===== src/hdl/ghostPkg.sv =====
package ghostPkg;

    // Ghost behaviour modes
    typedef enum logic [1:0] {
        modeChase,
        modeScatter,
        modeFrightened,
        modeEaten
    } modeT;

    localparam logic [15:0] lfsrSeed = 16'hACE1; // Frightened LFSR start value
    localparam logic [15:0] lfsrTaps = 16'hB400; // Galois taps, right shift

    localparam int pipeDepth = 3; // Stages from request to result

endpackage


===== src/hdl/mazePkg.sv =====
package mazePkg;

    typedef logic [15:0] tileT; // X in [15:8], y in [7:0]
    typedef logic [16:0] distT; // Squared distance, max 2*255^2 fits

    // One-hot facing, same bit order as the wall-clear port
    typedef enum logic [3:0] {
        dirLeft  = 4'b1000,
        dirRight = 4'b0100,
        dirUp    = 4'b0010,
        dirDown  = 4'b0001
    } dirT;

    localparam int idxLeft  = 3; // Wall-clear and allowed-set bit positions
    localparam int idxRight = 2;
    localparam int idxUp    = 1;
    localparam int idxDown  = 0;

    localparam distT distBlocked = '1; // Never reached by a real distance

    // Byte-wise offsets, each byte wraps on its own
    localparam tileT offLeft  = {8'hFF, 8'h00};
    localparam tileT offRight = {8'h01, 8'h00};
    localparam tileT offUp    = {8'h00, 8'hFF};
    localparam tileT offDown  = {8'h00, 8'h01};

    localparam tileT scatterTarget = {8'd216, 8'd0};   // Top right corner
    localparam tileT houseTarget   = {8'd101, 8'd106}; // Ghost house door

    // Tie priority, also the frightened search order
    localparam dirT tieOrder [4] = '{dirUp, dirLeft, dirDown, dirRight};

    // Reverse table
    function automatic dirT reverseDir(dirT d);
        case (d)
            dirLeft:  return dirRight;
            dirRight: return dirLeft;
            dirUp:    return dirDown;
            dirDown:  return dirUp;
            default:  return d;
        endcase
    endfunction

    // Neighbour tile, x and y wrap modulo 256 independently
    function automatic tileT nbrTile(tileT loc, dirT d);
        tileT off;
        case (d)
            dirLeft:  off = offLeft;
            dirRight: off = offRight;
            dirUp:    off = offUp;
            dirDown:  off = offDown;
            default:  off = '0;
        endcase
        return {loc[15:8] + off[15:8], loc[7:0] + off[7:0]};
    endfunction

endpackage


===== src/hdl/dirArbiter.sv =====
`timescale 1ns/10ps

module dirArbiter (
    input  logic          sysclk,
    input  logic          rstN,
    input  logic          advance,
    input  mazePkg::distT distLeft,
    input  mazePkg::distT distRight,
    input  mazePkg::distT distUp,
    input  mazePkg::distT distDown,
    input  logic [3:0]    allowed2,
    input  mazePkg::tileT loc2,
    input  mazePkg::dirT  facing2,
    output mazePkg::tileT nextLoc,
    output mazePkg::dirT  nextFacing
);
    import mazePkg::*;

    logic [3:0] allowed2Q; // Stage 2 side copies, aligned with the distances
    tileT       loc2Q;
    dirT        facing2Q;
    distT       distOrd [4]; // Distances in tie order
    dirT        bestDir;
    logic       anyAllowed;

    always_ff @(posedge sysclk) begin
        if (advance) begin
            allowed2Q <= allowed2;
            loc2Q     <= loc2;
            facing2Q  <= facing2;
        end
    end

    assign distOrd[0] = distUp;
    assign distOrd[1] = distLeft;
    assign distOrd[2] = distDown;
    assign distOrd[3] = distRight;

    // Strict less-than keeps the earlier direction on a tie
    always_comb begin
        distT bestDist;
        bestDist   = distBlocked;
        bestDir    = facing2Q;
        anyAllowed = 1'b0;
        for (int k = 0; k < 4; k++) begin
            if (|(allowed2Q & tieOrder[k])) begin
                if (!anyAllowed || distOrd[k] < bestDist) begin
                    bestDist = distOrd[k];
                    bestDir  = tieOrder[k];
                end
                anyAllowed = 1'b1;
            end
        end
    end

    // Stage 3 result
    always_ff @(posedge sysclk) begin
        if (!rstN) begin
            nextLoc    <= '0;
            nextFacing <= dirLeft;
        end else if (advance) begin
            if (anyAllowed) begin
                nextLoc    <= nbrTile(loc2Q, bestDir);
                nextFacing <= bestDir;
            end else begin
                nextLoc    <= loc2Q; // Nowhere to go, stay put
                nextFacing <= facing2Q;
            end
        end
    end

endmodule


===== src/hdl/ghostStepTop.sv =====
`timescale 1ns/10ps

module ghostStepTop (
    input  logic           sysclk,
    input  logic           rstN,
    input  logic           inValid,
    output logic           inReady,
    input  mazePkg::tileT  curLoc,
    input  mazePkg::dirT   curFacing,
    input  ghostPkg::modeT mode,
    input  logic           rotate,
    input  logic [3:0]     wallClear,
    input  mazePkg::tileT  pacLoc,
    output logic           outValid,
    input  logic           outReady,
    output mazePkg::tileT  nextLoc,
    output mazePkg::dirT   nextFacing
);
    import mazePkg::*;

    logic       advance;    // Shared stage enable
    logic [3:0] allowedNow; // Combinational, for the frightened pick
    logic [3:0] allowedQ;
    tileT       targetQ;
    tileT       locQ;
    dirT        facingQ;
    distT       distLeft;
    distT       distRight;
    distT       distUp;
    distT       distDown;

    pipeCtrl uCtrl (
        .sysclk(sysclk), .rstN(rstN), .inValid(inValid), .outReady(outReady),
        .advance(advance), .inReady(inReady), .outValid(outValid)
    );

    pathFilter uFilter (
        .sysclk(sysclk), .rstN(rstN), .advance(advance), .curFacing(curFacing),
        .rotate(rotate), .wallClear(wallClear),
        .allowedNow(allowedNow), .allowedQ(allowedQ)
    );

    targetSelect uTarget (
        .sysclk(sysclk), .rstN(rstN), .advance(advance), .inValid(inValid),
        .mode(mode), .curLoc(curLoc), .pacLoc(pacLoc), .curFacing(curFacing),
        .allowedNow(allowedNow), .targetQ(targetQ), .locQ(locQ), .facingQ(facingQ)
    );

    // One distance unit per neighbour
    tileDistance #(.stepDir(dirLeft)) uLeft (
        .sysclk(sysclk), .advance(advance), .loc(locQ), .target(targetQ),
        .allowed(allowedQ[idxLeft]), .distQ(distLeft)
    );
    tileDistance #(.stepDir(dirRight)) uRight (
        .sysclk(sysclk), .advance(advance), .loc(locQ), .target(targetQ),
        .allowed(allowedQ[idxRight]), .distQ(distRight)
    );
    tileDistance #(.stepDir(dirUp)) uUp (
        .sysclk(sysclk), .advance(advance), .loc(locQ), .target(targetQ),
        .allowed(allowedQ[idxUp]), .distQ(distUp)
    );
    tileDistance #(.stepDir(dirDown)) uDown (
        .sysclk(sysclk), .advance(advance), .loc(locQ), .target(targetQ),
        .allowed(allowedQ[idxDown]), .distQ(distDown)
    );

    dirArbiter uArb (
        .sysclk(sysclk), .rstN(rstN), .advance(advance),
        .distLeft(distLeft), .distRight(distRight), .distUp(distUp), .distDown(distDown),
        .allowed2(allowedQ), .loc2(locQ), .facing2(facingQ), // Re-registered inside
        .nextLoc(nextLoc), .nextFacing(nextFacing)
    );

endmodule


===== src/hdl/pathFilter.sv =====
`timescale 1ns/10ps

module pathFilter (
    input  logic          sysclk,
    input  logic          rstN,
    input  logic          advance,
    input  mazePkg::dirT  curFacing,
    input  logic          rotate,
    input  logic [3:0]    wallClear,
    output logic [3:0]    allowedNow,
    output logic [3:0]    allowedQ
);
    import mazePkg::*;

    dirT backDir; // Direction the ghost came from

    assign backDir = reverseDir(curFacing);

    always_comb begin
        if (rotate) begin
            allowedNow = wallClear & backDir; // Forced turn, only if clear
        end else begin
            allowedNow = wallClear & ~backDir; // No reversing on a normal step
        end
    end

    // Stage 1 copy of the allowed set
    always_ff @(posedge sysclk) begin
        if (!rstN) begin
            allowedQ <= '0;
        end else if (advance) begin
            allowedQ <= allowedNow;
        end
    end

endmodule


===== src/hdl/pipeCtrl.sv =====
`timescale 1ns/10ps

module pipeCtrl (
    input  logic sysclk,
    input  logic rstN,
    input  logic inValid,
    input  logic outReady,
    output logic advance,
    output logic inReady,
    output logic outValid
);
    import ghostPkg::*;

    logic [pipeDepth-1:0] validSr; // Bit 0 is v1, bit 1 is v2, top bit is outValid

    assign outValid = validSr[pipeDepth-1];
    assign advance  = ~outValid | outReady; // Last stage empty or draining
    assign inReady  = advance;              // Whole pipe moves as one

    always_ff @(posedge sysclk) begin
        if (!rstN) begin
            validSr <= '0;
        end else if (advance) begin
            validSr <= {validSr[pipeDepth-2:0], inValid}; // Shift valids with data
        end
    end

endmodule


===== src/hdl/targetSelect.sv =====
`timescale 1ns/10ps

module targetSelect (
    input  logic           sysclk,
    input  logic           rstN,
    input  logic           advance,
    input  logic           inValid,
    input  ghostPkg::modeT mode,
    input  mazePkg::tileT  curLoc,
    input  mazePkg::tileT  pacLoc,
    input  mazePkg::dirT   curFacing,
    input  logic [3:0]     allowedNow,
    output mazePkg::tileT  targetQ,
    output mazePkg::tileT  locQ,
    output mazePkg::dirT   facingQ
);
    import mazePkg::*;
    import ghostPkg::*;

    logic [15:0] lfsrQ;
    logic [15:0] lfsrNext;
    tileT        frightTarget;
    tileT        targetNow;

    // Galois LFSR, right shift
    assign lfsrNext = lfsrQ[0] ? ((lfsrQ >> 1) ^ lfsrTaps) : (lfsrQ >> 1);

    // First allowed direction, searching cyclically from the random start
    always_comb begin
        logic [1:0] idx;
        logic       found;
        dirT        pick;
        found = 1'b0;
        pick  = dirUp;
        for (int k = 0; k < 4; k++) begin
            idx = lfsrQ[1:0] + 2'(k); // Wraps at 4
            if (!found && |(allowedNow & tieOrder[idx])) begin
                found = 1'b1;
                pick  = tieOrder[idx];
            end
        end
        frightTarget = found ? nbrTile(curLoc, pick) : curLoc; // Boxed in, aim at self
    end

    always_comb begin
        case (mode)
            modeChase:      targetNow = pacLoc;
            modeScatter:    targetNow = scatterTarget;
            modeFrightened: targetNow = frightTarget;
            modeEaten:      targetNow = houseTarget;
            default:        targetNow = curLoc;
        endcase
    end

    // LFSR steps once per accepted request
    always_ff @(posedge sysclk) begin
        if (!rstN) begin
            lfsrQ <= lfsrSeed;
        end else if (advance && inValid) begin
            lfsrQ <= lfsrNext;
        end
    end

    // Stage 1 payload
    always_ff @(posedge sysclk) begin
        if (advance) begin
            targetQ <= targetNow;
            locQ    <= curLoc;
            facingQ <= curFacing;
        end
    end

endmodule


===== src/hdl/tileDistance.sv =====
`timescale 1ns/10ps

module tileDistance #(
    parameter mazePkg::dirT stepDir = mazePkg::dirLeft // Neighbour measured here
) (
    input  logic          sysclk,
    input  logic          advance,
    input  mazePkg::tileT loc,
    input  mazePkg::tileT target,
    input  logic          allowed,
    output mazePkg::distT distQ
);
    import mazePkg::*;

    tileT        nbr;
    logic [7:0]  dx;
    logic [7:0]  dy;
    logic [15:0] dx2;
    logic [15:0] dy2;

    assign nbr = nbrTile(loc, stepDir);

    // Absolute differences keep the squares unsigned
    assign dx  = (nbr[15:8] > target[15:8]) ? nbr[15:8] - target[15:8]
                                              : target[15:8] - nbr[15:8];
    assign dy  = (nbr[7:0] > target[7:0]) ? nbr[7:0] - target[7:0]
                                            : target[7:0] - nbr[7:0];
    assign dx2 = dx * dx;
    assign dy2 = dy * dy;

    always_ff @(posedge sysclk) begin
        if (advance) begin
            distQ <= allowed ? ({1'b0, dx2} + {1'b0, dy2}) : distBlocked; // Stage 2
        end
    end

endmodule


===== config.mk =====
export PLATFORM = sky130hd
export DESIGN_NAME = ghostStepTop
export DESIGN_NICKNAME = d
export VERILOG_FILES = /design/src/hdl/ghostPkg.sv /design/src/hdl/mazePkg.sv /design/src/hdl/dirArbiter.sv /design/src/hdl/ghostStepTop.sv /design/src/hdl/pathFilter.sv /design/src/hdl/pipeCtrl.sv /design/src/hdl/targetSelect.sv /design/src/hdl/tileDistance.sv
export SDC_FILE = /design/constraint.sdc
export NUM_CORES = 1
export LEC_CHECK = 0
export ABC_AREA = 1
export ABC_CLOCK_PERIOD_IN_PS = 9400
export BUFFER_PORTS_ARGS = -buffer_cell sky130_fd_sc_hd__clkbuf_2
export CAP_MARGIN = 20
export CORE_ASPECT_RATIO = 1.2
export CORE_MARGIN = 5
export CORE_UTILIZATION = 59
export DETAILED_ROUTE_END_ITERATION = 10
export HOLD_SLACK_MARGIN = 0.03
export PLACE_DENSITY_LB_ADDON = 0.2
export SYNTH_ARGS = -nofsm -noshare
export SYNTH_HDL_FRONTEND = slang
export SYNTH_SLANG_ARGS = --single-unit

===== constraint.sdc =====
create_clock -name sysclk -period 9.4 [get_ports sysclk]
set_input_delay 2.82 -clock sysclk [delete_from_list [all_inputs] [get_ports sysclk]]
set_output_delay 2.82 -clock sysclk [all_outputs]
set_load 0.05 [all_outputs]

# Word-level counts from Yosys, hierarchy flattened
# Cells that the tools add are included.
op_classes:
  addsub: 27
  mul: 6
  n_lt_le_gt_ge: 13
  eq_ne: 15
  muxes: 54
  bitwise: 14
  n_reduce_logical: 18
op_table:
  columns: ["op", "count"]
  rows:
  - ["case mux 16 bit (4 select lines)", 3]
  - ["multiplier 8 x 8 -> 16 bit", 6]
  - ["two-way mux 16 bit", 6]
  - ["subtractor 8 bit", 12]
  - ["two-way mux 17 bit", 5]
  - ["two-way mux 4 bit", 21]
  - ["adder 16 x 16 -> 17 bit", 4]
  - ["< comparator 17 bit", 3]
  - ["greater-than comparator 8 bit", 6]
  - ["two-way mux 8 bit", 6]
  - ["adder 8 bit", 4]
  - ["binary-select mux 4 bit (select 2 bit)", 4]
  - ["AND 4 bit", 6]
  - ["adder 8 x 1 -> 8 bit (second input constant)", 2]
  - ["adder 8 bit (second input constant)", 2]
  - ["case mux 4 bit (4 select lines)", 1]
  - ["OR reduction 4 bit", 4]
  - ["== test 4 x 1 -> 1 bit (second input constant)", 3]
  - ["== test 4 x 2 -> 1 bit (second input constant)", 3]
  - ["== test 4 x 3 -> 1 bit (second input constant)", 3]
  - ["== test 4 bit (second input constant)", 3]
  - [">= comparator 3 bit (second input constant)", 4]
  - ["NOT 2 -> 3 bit", 4]
  - ["two-way mux 1 bit", 8]
  - ["12 further kinds", 24]
totals:
  regBits: 171
  inputBits: 47
  output_inout_bits: 22
  word_cells: 162

# Logic depth before layout (Yosys ltp)
depth:
  word_depth: 22
  depth_mapped: 58
  depth_no_buf: 54

# By module
# A second synthesis with hierarchy kept.
unflattened:
  cells_unflattened: 4178
  hier_area_um2: 31492.7
modules_own_cells:
  columns: ["module", "n_inst", "cells_per_inst", "area_per_inst_um2", "seq_area_each_um2"]
  rows:
  - ["tileDistance at uLeft", 1, 809, 6148.4, 510.5]
  - ["tileDistance at uUp", 1, 825, 6110.9, 510.5]
  - ["tileDistance at uDown", 1, 804, 6003.3, 510.5]
  - ["tileDistance at uRight", 1, 801, 5960.7, 510.5]
  - ["dirArbiter", 1, 520, 3833.7, 1121.1]
  - ["targetSelect", 1, 347, 2984.1, 1401.3]
  - ["pathFilter", 1, 53, 319.1, 80.1]
  - ["pipeCtrl", 1, 19, 132.6, 60.1]

# Worst setup path after synthesis
# OpenSTA, ideal clock, no wires.
synth_timing:
  path_type: "input-to-output"
  startpoint: "input outReady"
  endpoint: "output inReady"
  arrival_time_ns: 7.046
  required_time_ns: 6.580
  path_slack_ns: -0.466
  path_stages: 3
  path_buffers: 1
  cell_sequence: "nor2_1 inv_1 clkbuf_1"
synth_between:
  elab_chain_len: 1
synth_rtl:
  columns: ["item", "line", "source"]
  rows:
  - ["from (decl)", "ghostStepTop.sv:15", "input logic outReady,"]
  - ["OR 1 bit", "pipeCtrl.sv:17", "assign advance = ~outValid | outReady;"]
  - ["to (decl)", "ghostStepTop.sv:7", "output logic inReady,"]
# No other way between the ends.

# Worst setup path in the final report
layout_timing:
  startpoint: "register uTarget.locQ[8]"
  endpoint: "register uUp.distQ[16] (data pin)"
layout_between:
  elab_chain_len: 4
  elab_cells_between_ends: 6
  cone_classes: "3 x add/sub; 1 x mul; 1 x order compare; 1 x mux"
layout_rtl:
  columns: ["item", "line", "source"]
  rows:
  - ["from (decl)", "targetSelect.sv:14", "output mazePkg::tileT locQ,"]
  - ["from (signal assigned)", "targetSelect.sv:68", "locQ <= curLoc;"]
  - ["subtractor 8 bit, or another cell as far along", "tileDistance.sv:25", ": target[15:8] - nbr[15:8];"]
  - ["two-way mux 8 bit *", "tileDistance.sv:24", "assign dx = (nbr[15:8] > target[15:8]) ? nbr[15:8] - target[15:8]"]
  - ["multiplier 8 x 8 -> 16 bit *", "tileDistance.sv:28", "assign dx2 = dx * dx;"]
  - ["adder 16 x 16 -> 17 bit *", "tileDistance.sv:33", "distQ <= allowed ? ({1'b0, dx2} + {1'b0, dy2}) : distBlocked;"]
  - ["to (signal assigned)", "tileDistance.sv:33", null]
  - ["to (decl)", "tileDistance.sv:11", "output mazePkg::distT distQ"]
# Every way passes the cells marked *; elsewhere a longest branch is shown, timed or not.
# A chain may end at the register's enable or synchronous reset.

==> metrics.yaml <==
status: "finished, final reports clean"
synthCells: 2953
cp_common_cell: "fa_1"
cts_hold_buf: 0
die_h_um: 231.4
final_core_util_pct: 66.20
h-tree-depth: 4
tns_ps: 0
final_common_cell: "inv_1"
vias: 19730
holdCritPathClass: "flop to flop"
hold_viol_final: 0
postSynth.asyncResetShare_pct: 0
yosys_most_used_dff: "edfxtp_1"
rows: 81
cts_num_sinks: 171
relSlewSlack_pct: 34.32
cp_slowest_stage_delay_ps: 560
regArea_um2: 4705
yosysSeqAreaShare_pct: 19.53
synth_area_leaders: "fa_1, ha_1, edfxtp_1"
syn-num-nets: 3583
postLayoutCellArea_um2: 26840
setup_viol: 0
grt_use_met1_pct: 30.83
wirelength_um: 59350
firstDrtPassIters: 5
io_buffers: 68
ys_seq_elements: 171
ant_nets: 0
layout-drive-gt1-share_pct: 11.06
drt_iter0_markers: 967
num-nets-final: 3717
max_cap_viol_count: 0
dp.cells: 3587
gp_congestion: 0.8891
ys_warn_count: 0
clk_pin_slew_ps: 80
worstSetupPathType: "flop to flop"
required_ps: 9610
grtUsageMet3_pct: 2.748
dp_hpwl_um: 49250
grt_max_degree: 74
numCtsBuffers: 17
postSynthAreaPerCell_um2: 8.158
period_share_pct: 98.38
slowest_stage: "fa_1"
synth_top_area_share_pct: 18.78
critPathMaxFanout: 4
synth_edf_count: 128
cts_buffer_depth: 2
grt-ovfl-total: 0
synth_top_cell_by_area: "fa_1"
fp.coreArea_um2: 40540
initial_core_util_pct: 59.42
layout_common_cells: "inv_1, nand2_1, ha_1"
cts_tree: "done"
die_x_um: 194.5
grt_pass1_vias: 20000
ios: 69
grt_util_met2_pct: 48.20
grt_pass1_wl_um: 96260
critPathLaunchType: "flop"
skew_ps: 13.37
slew_viol_final: 0
layout.cells.non_filler: 3639
worstPathArrival_ps: 9450
fill_cells: 3466
clk_latency_ps: 460
period_needed_ps: 9248
tightestPinTransition_ps: 985.2
syn_area_um2: 24090
areaGrowthSynthToFinish_pct: 11.41
die_area_um2: 44990
place_area_um2: 25510
grt_setup_unrepaired: "yes"
drc: 0
antenna_found_initial: 0
top_usage_layer: "met2"
avgViaCountPerCell: 5.420
diodes: 0
fmax_ghz: 0.1081
end_kind: "flop"
multi_input_area_um2: 17280
post_drt_wl_per_cell_um: 16.31
root_buffer: "clkbuf_16"
grt_util_all_layers_pct: 26.12
synth.distinct_cells: 53
## cells by family after synthesis
logic type / synth area share [%]
compound gates: 10.79
xor+xnor: 5.781
fa+ha+maj: 37.32
buf+inv: 11.09
flops: 19.53
mux: 0.4986
simple gates: 14.99
## state kept, by name, indices dropped and copies added (netlist names)
| register | flops |
|---|---|
| uCtrl.validSr | 3 |
| uTarget.locQ | 16 |
| uRight.distQ | 17 |
| uFilter.allowedQ | 4 |
| uTarget.lfsrQ | 16 |
| uArb.nextFacing | 4 |
| uArb.allowed2Q | 4 |
| uArb.nextLoc | 16 |
| uTarget.facingQ | 4 |
| uUp.distQ | 17 |
| uDown.distQ | 17 |
| uTarget.targetQ | 16 |
| uArb.loc2Q | 16 |
| uArb.facing2Q | 4 |
| uLeft.distQ | 17 |
## layer usage
layer	vias to the layer above	wire, um
li1	9648	-
met1	9442	24060
met2	502	30500
met3	133	2105
met4	0	2683
met5	-	0
## synthesized netlist by cell type (5+ instances only)
| cell type | number |
|---|---|
| nand3_1 | 84 |
| o211ai_1 | 16 |
| nand3b_1 | 5 |
| clkbuf_1 | 49 |
| a21o_1 | 8 |
| xnor2_1 | 44 |
| nand2_2 | 6 |
| o21ai_0 | 164 |
| buf_2 | 8 |
| mux2i_1 | 12 |
| a21oi_1 | 187 |
| a211oi_1 | 6 |
| nand2_4 | 5 |
| dfxtp_1 | 43 |
| nand2_1 | 377 |
| a21boi_0 | 7 |
| or2_2 | 17 |
| edfxtp_1 | 128 |
| ha_1 | 357 |
| o21bai_1 | 15 |
| inv_1 | 646 |
| nor2_1 | 313 |
| nand3_2 | 5 |
| fa_1 | 226 |
| a31oi_1 | 5 |
| xor2_1 | 115 |
| nor3_1 | 19 |
| o221ai_1 | 14 |
| nand4_1 | 19 |
| o31ai_1 | 8 |
## per-stage QoR
stage,hold slack (ps),setup slack [ps]
final,423.6,152.1
after global routing,431.2,-243.8
after CTS,424.0,31.04
after detailed placement,407.1,-120.2
after global placement,401.7,195.4
after floorplan,400.3,268.8
## path summary, 6_finish.rpt
check | start | endpoint | slack, ps | depth (start not counted)
setup / recovery | uTarget.locQ[8]$_DFFE_PN_ | uUp.distQ[16]$_SDFFCE_PN1N_ | 150 | 44
hold / removal | uTarget.facingQ[0]$_DFFE_PN_ | uArb.facing2Q[0]$_DFFE_PN_ | 420 | 0
hold reg to reg | uTarget.facingQ[0]$_DFFE_PN_ | uArb.facing2Q[0]$_DFFE_PN_ | 420 | 0
setup reg to reg | uTarget.locQ[8]$_DFFE_PN_ | uUp.distQ[16]$_SDFFCE_PN1N_ | 150 | 44
## critical path, delay by kind of cell, from the launching register on
family                   cells  cell delay, ps
flip-flops                   1             410
buffers and inverters        8             530
XOR/XNOR                     4             750
AO/OA/AOI/OAI                9            1330
multiplexers                 1             320
adder cells (fa/ha/maj)     11            4580
AND/OR/NAND/NOR             11            1080
## area by class of cell
cell class,count,share of cell area [%]
Multi-Input combinational cell,2075,64.38
Tap cell,539,2.513
Clock buffer,17,1.585
Sequential cell,171,17.53
Timing Repair Buffer,173,4.233
Clock inverter,15,0.6527
Inverter,649,9.105
## repair_timing
item                                    CTS  global route
setup buffers                             0            20
pin swaps                                 1            71
resized for setup                         7           124
endpoints found under the setup margin    2            18
Power is not shown: default switching activity piles up to over one toggle a cycle in this logic, so the estimate is an artifact.
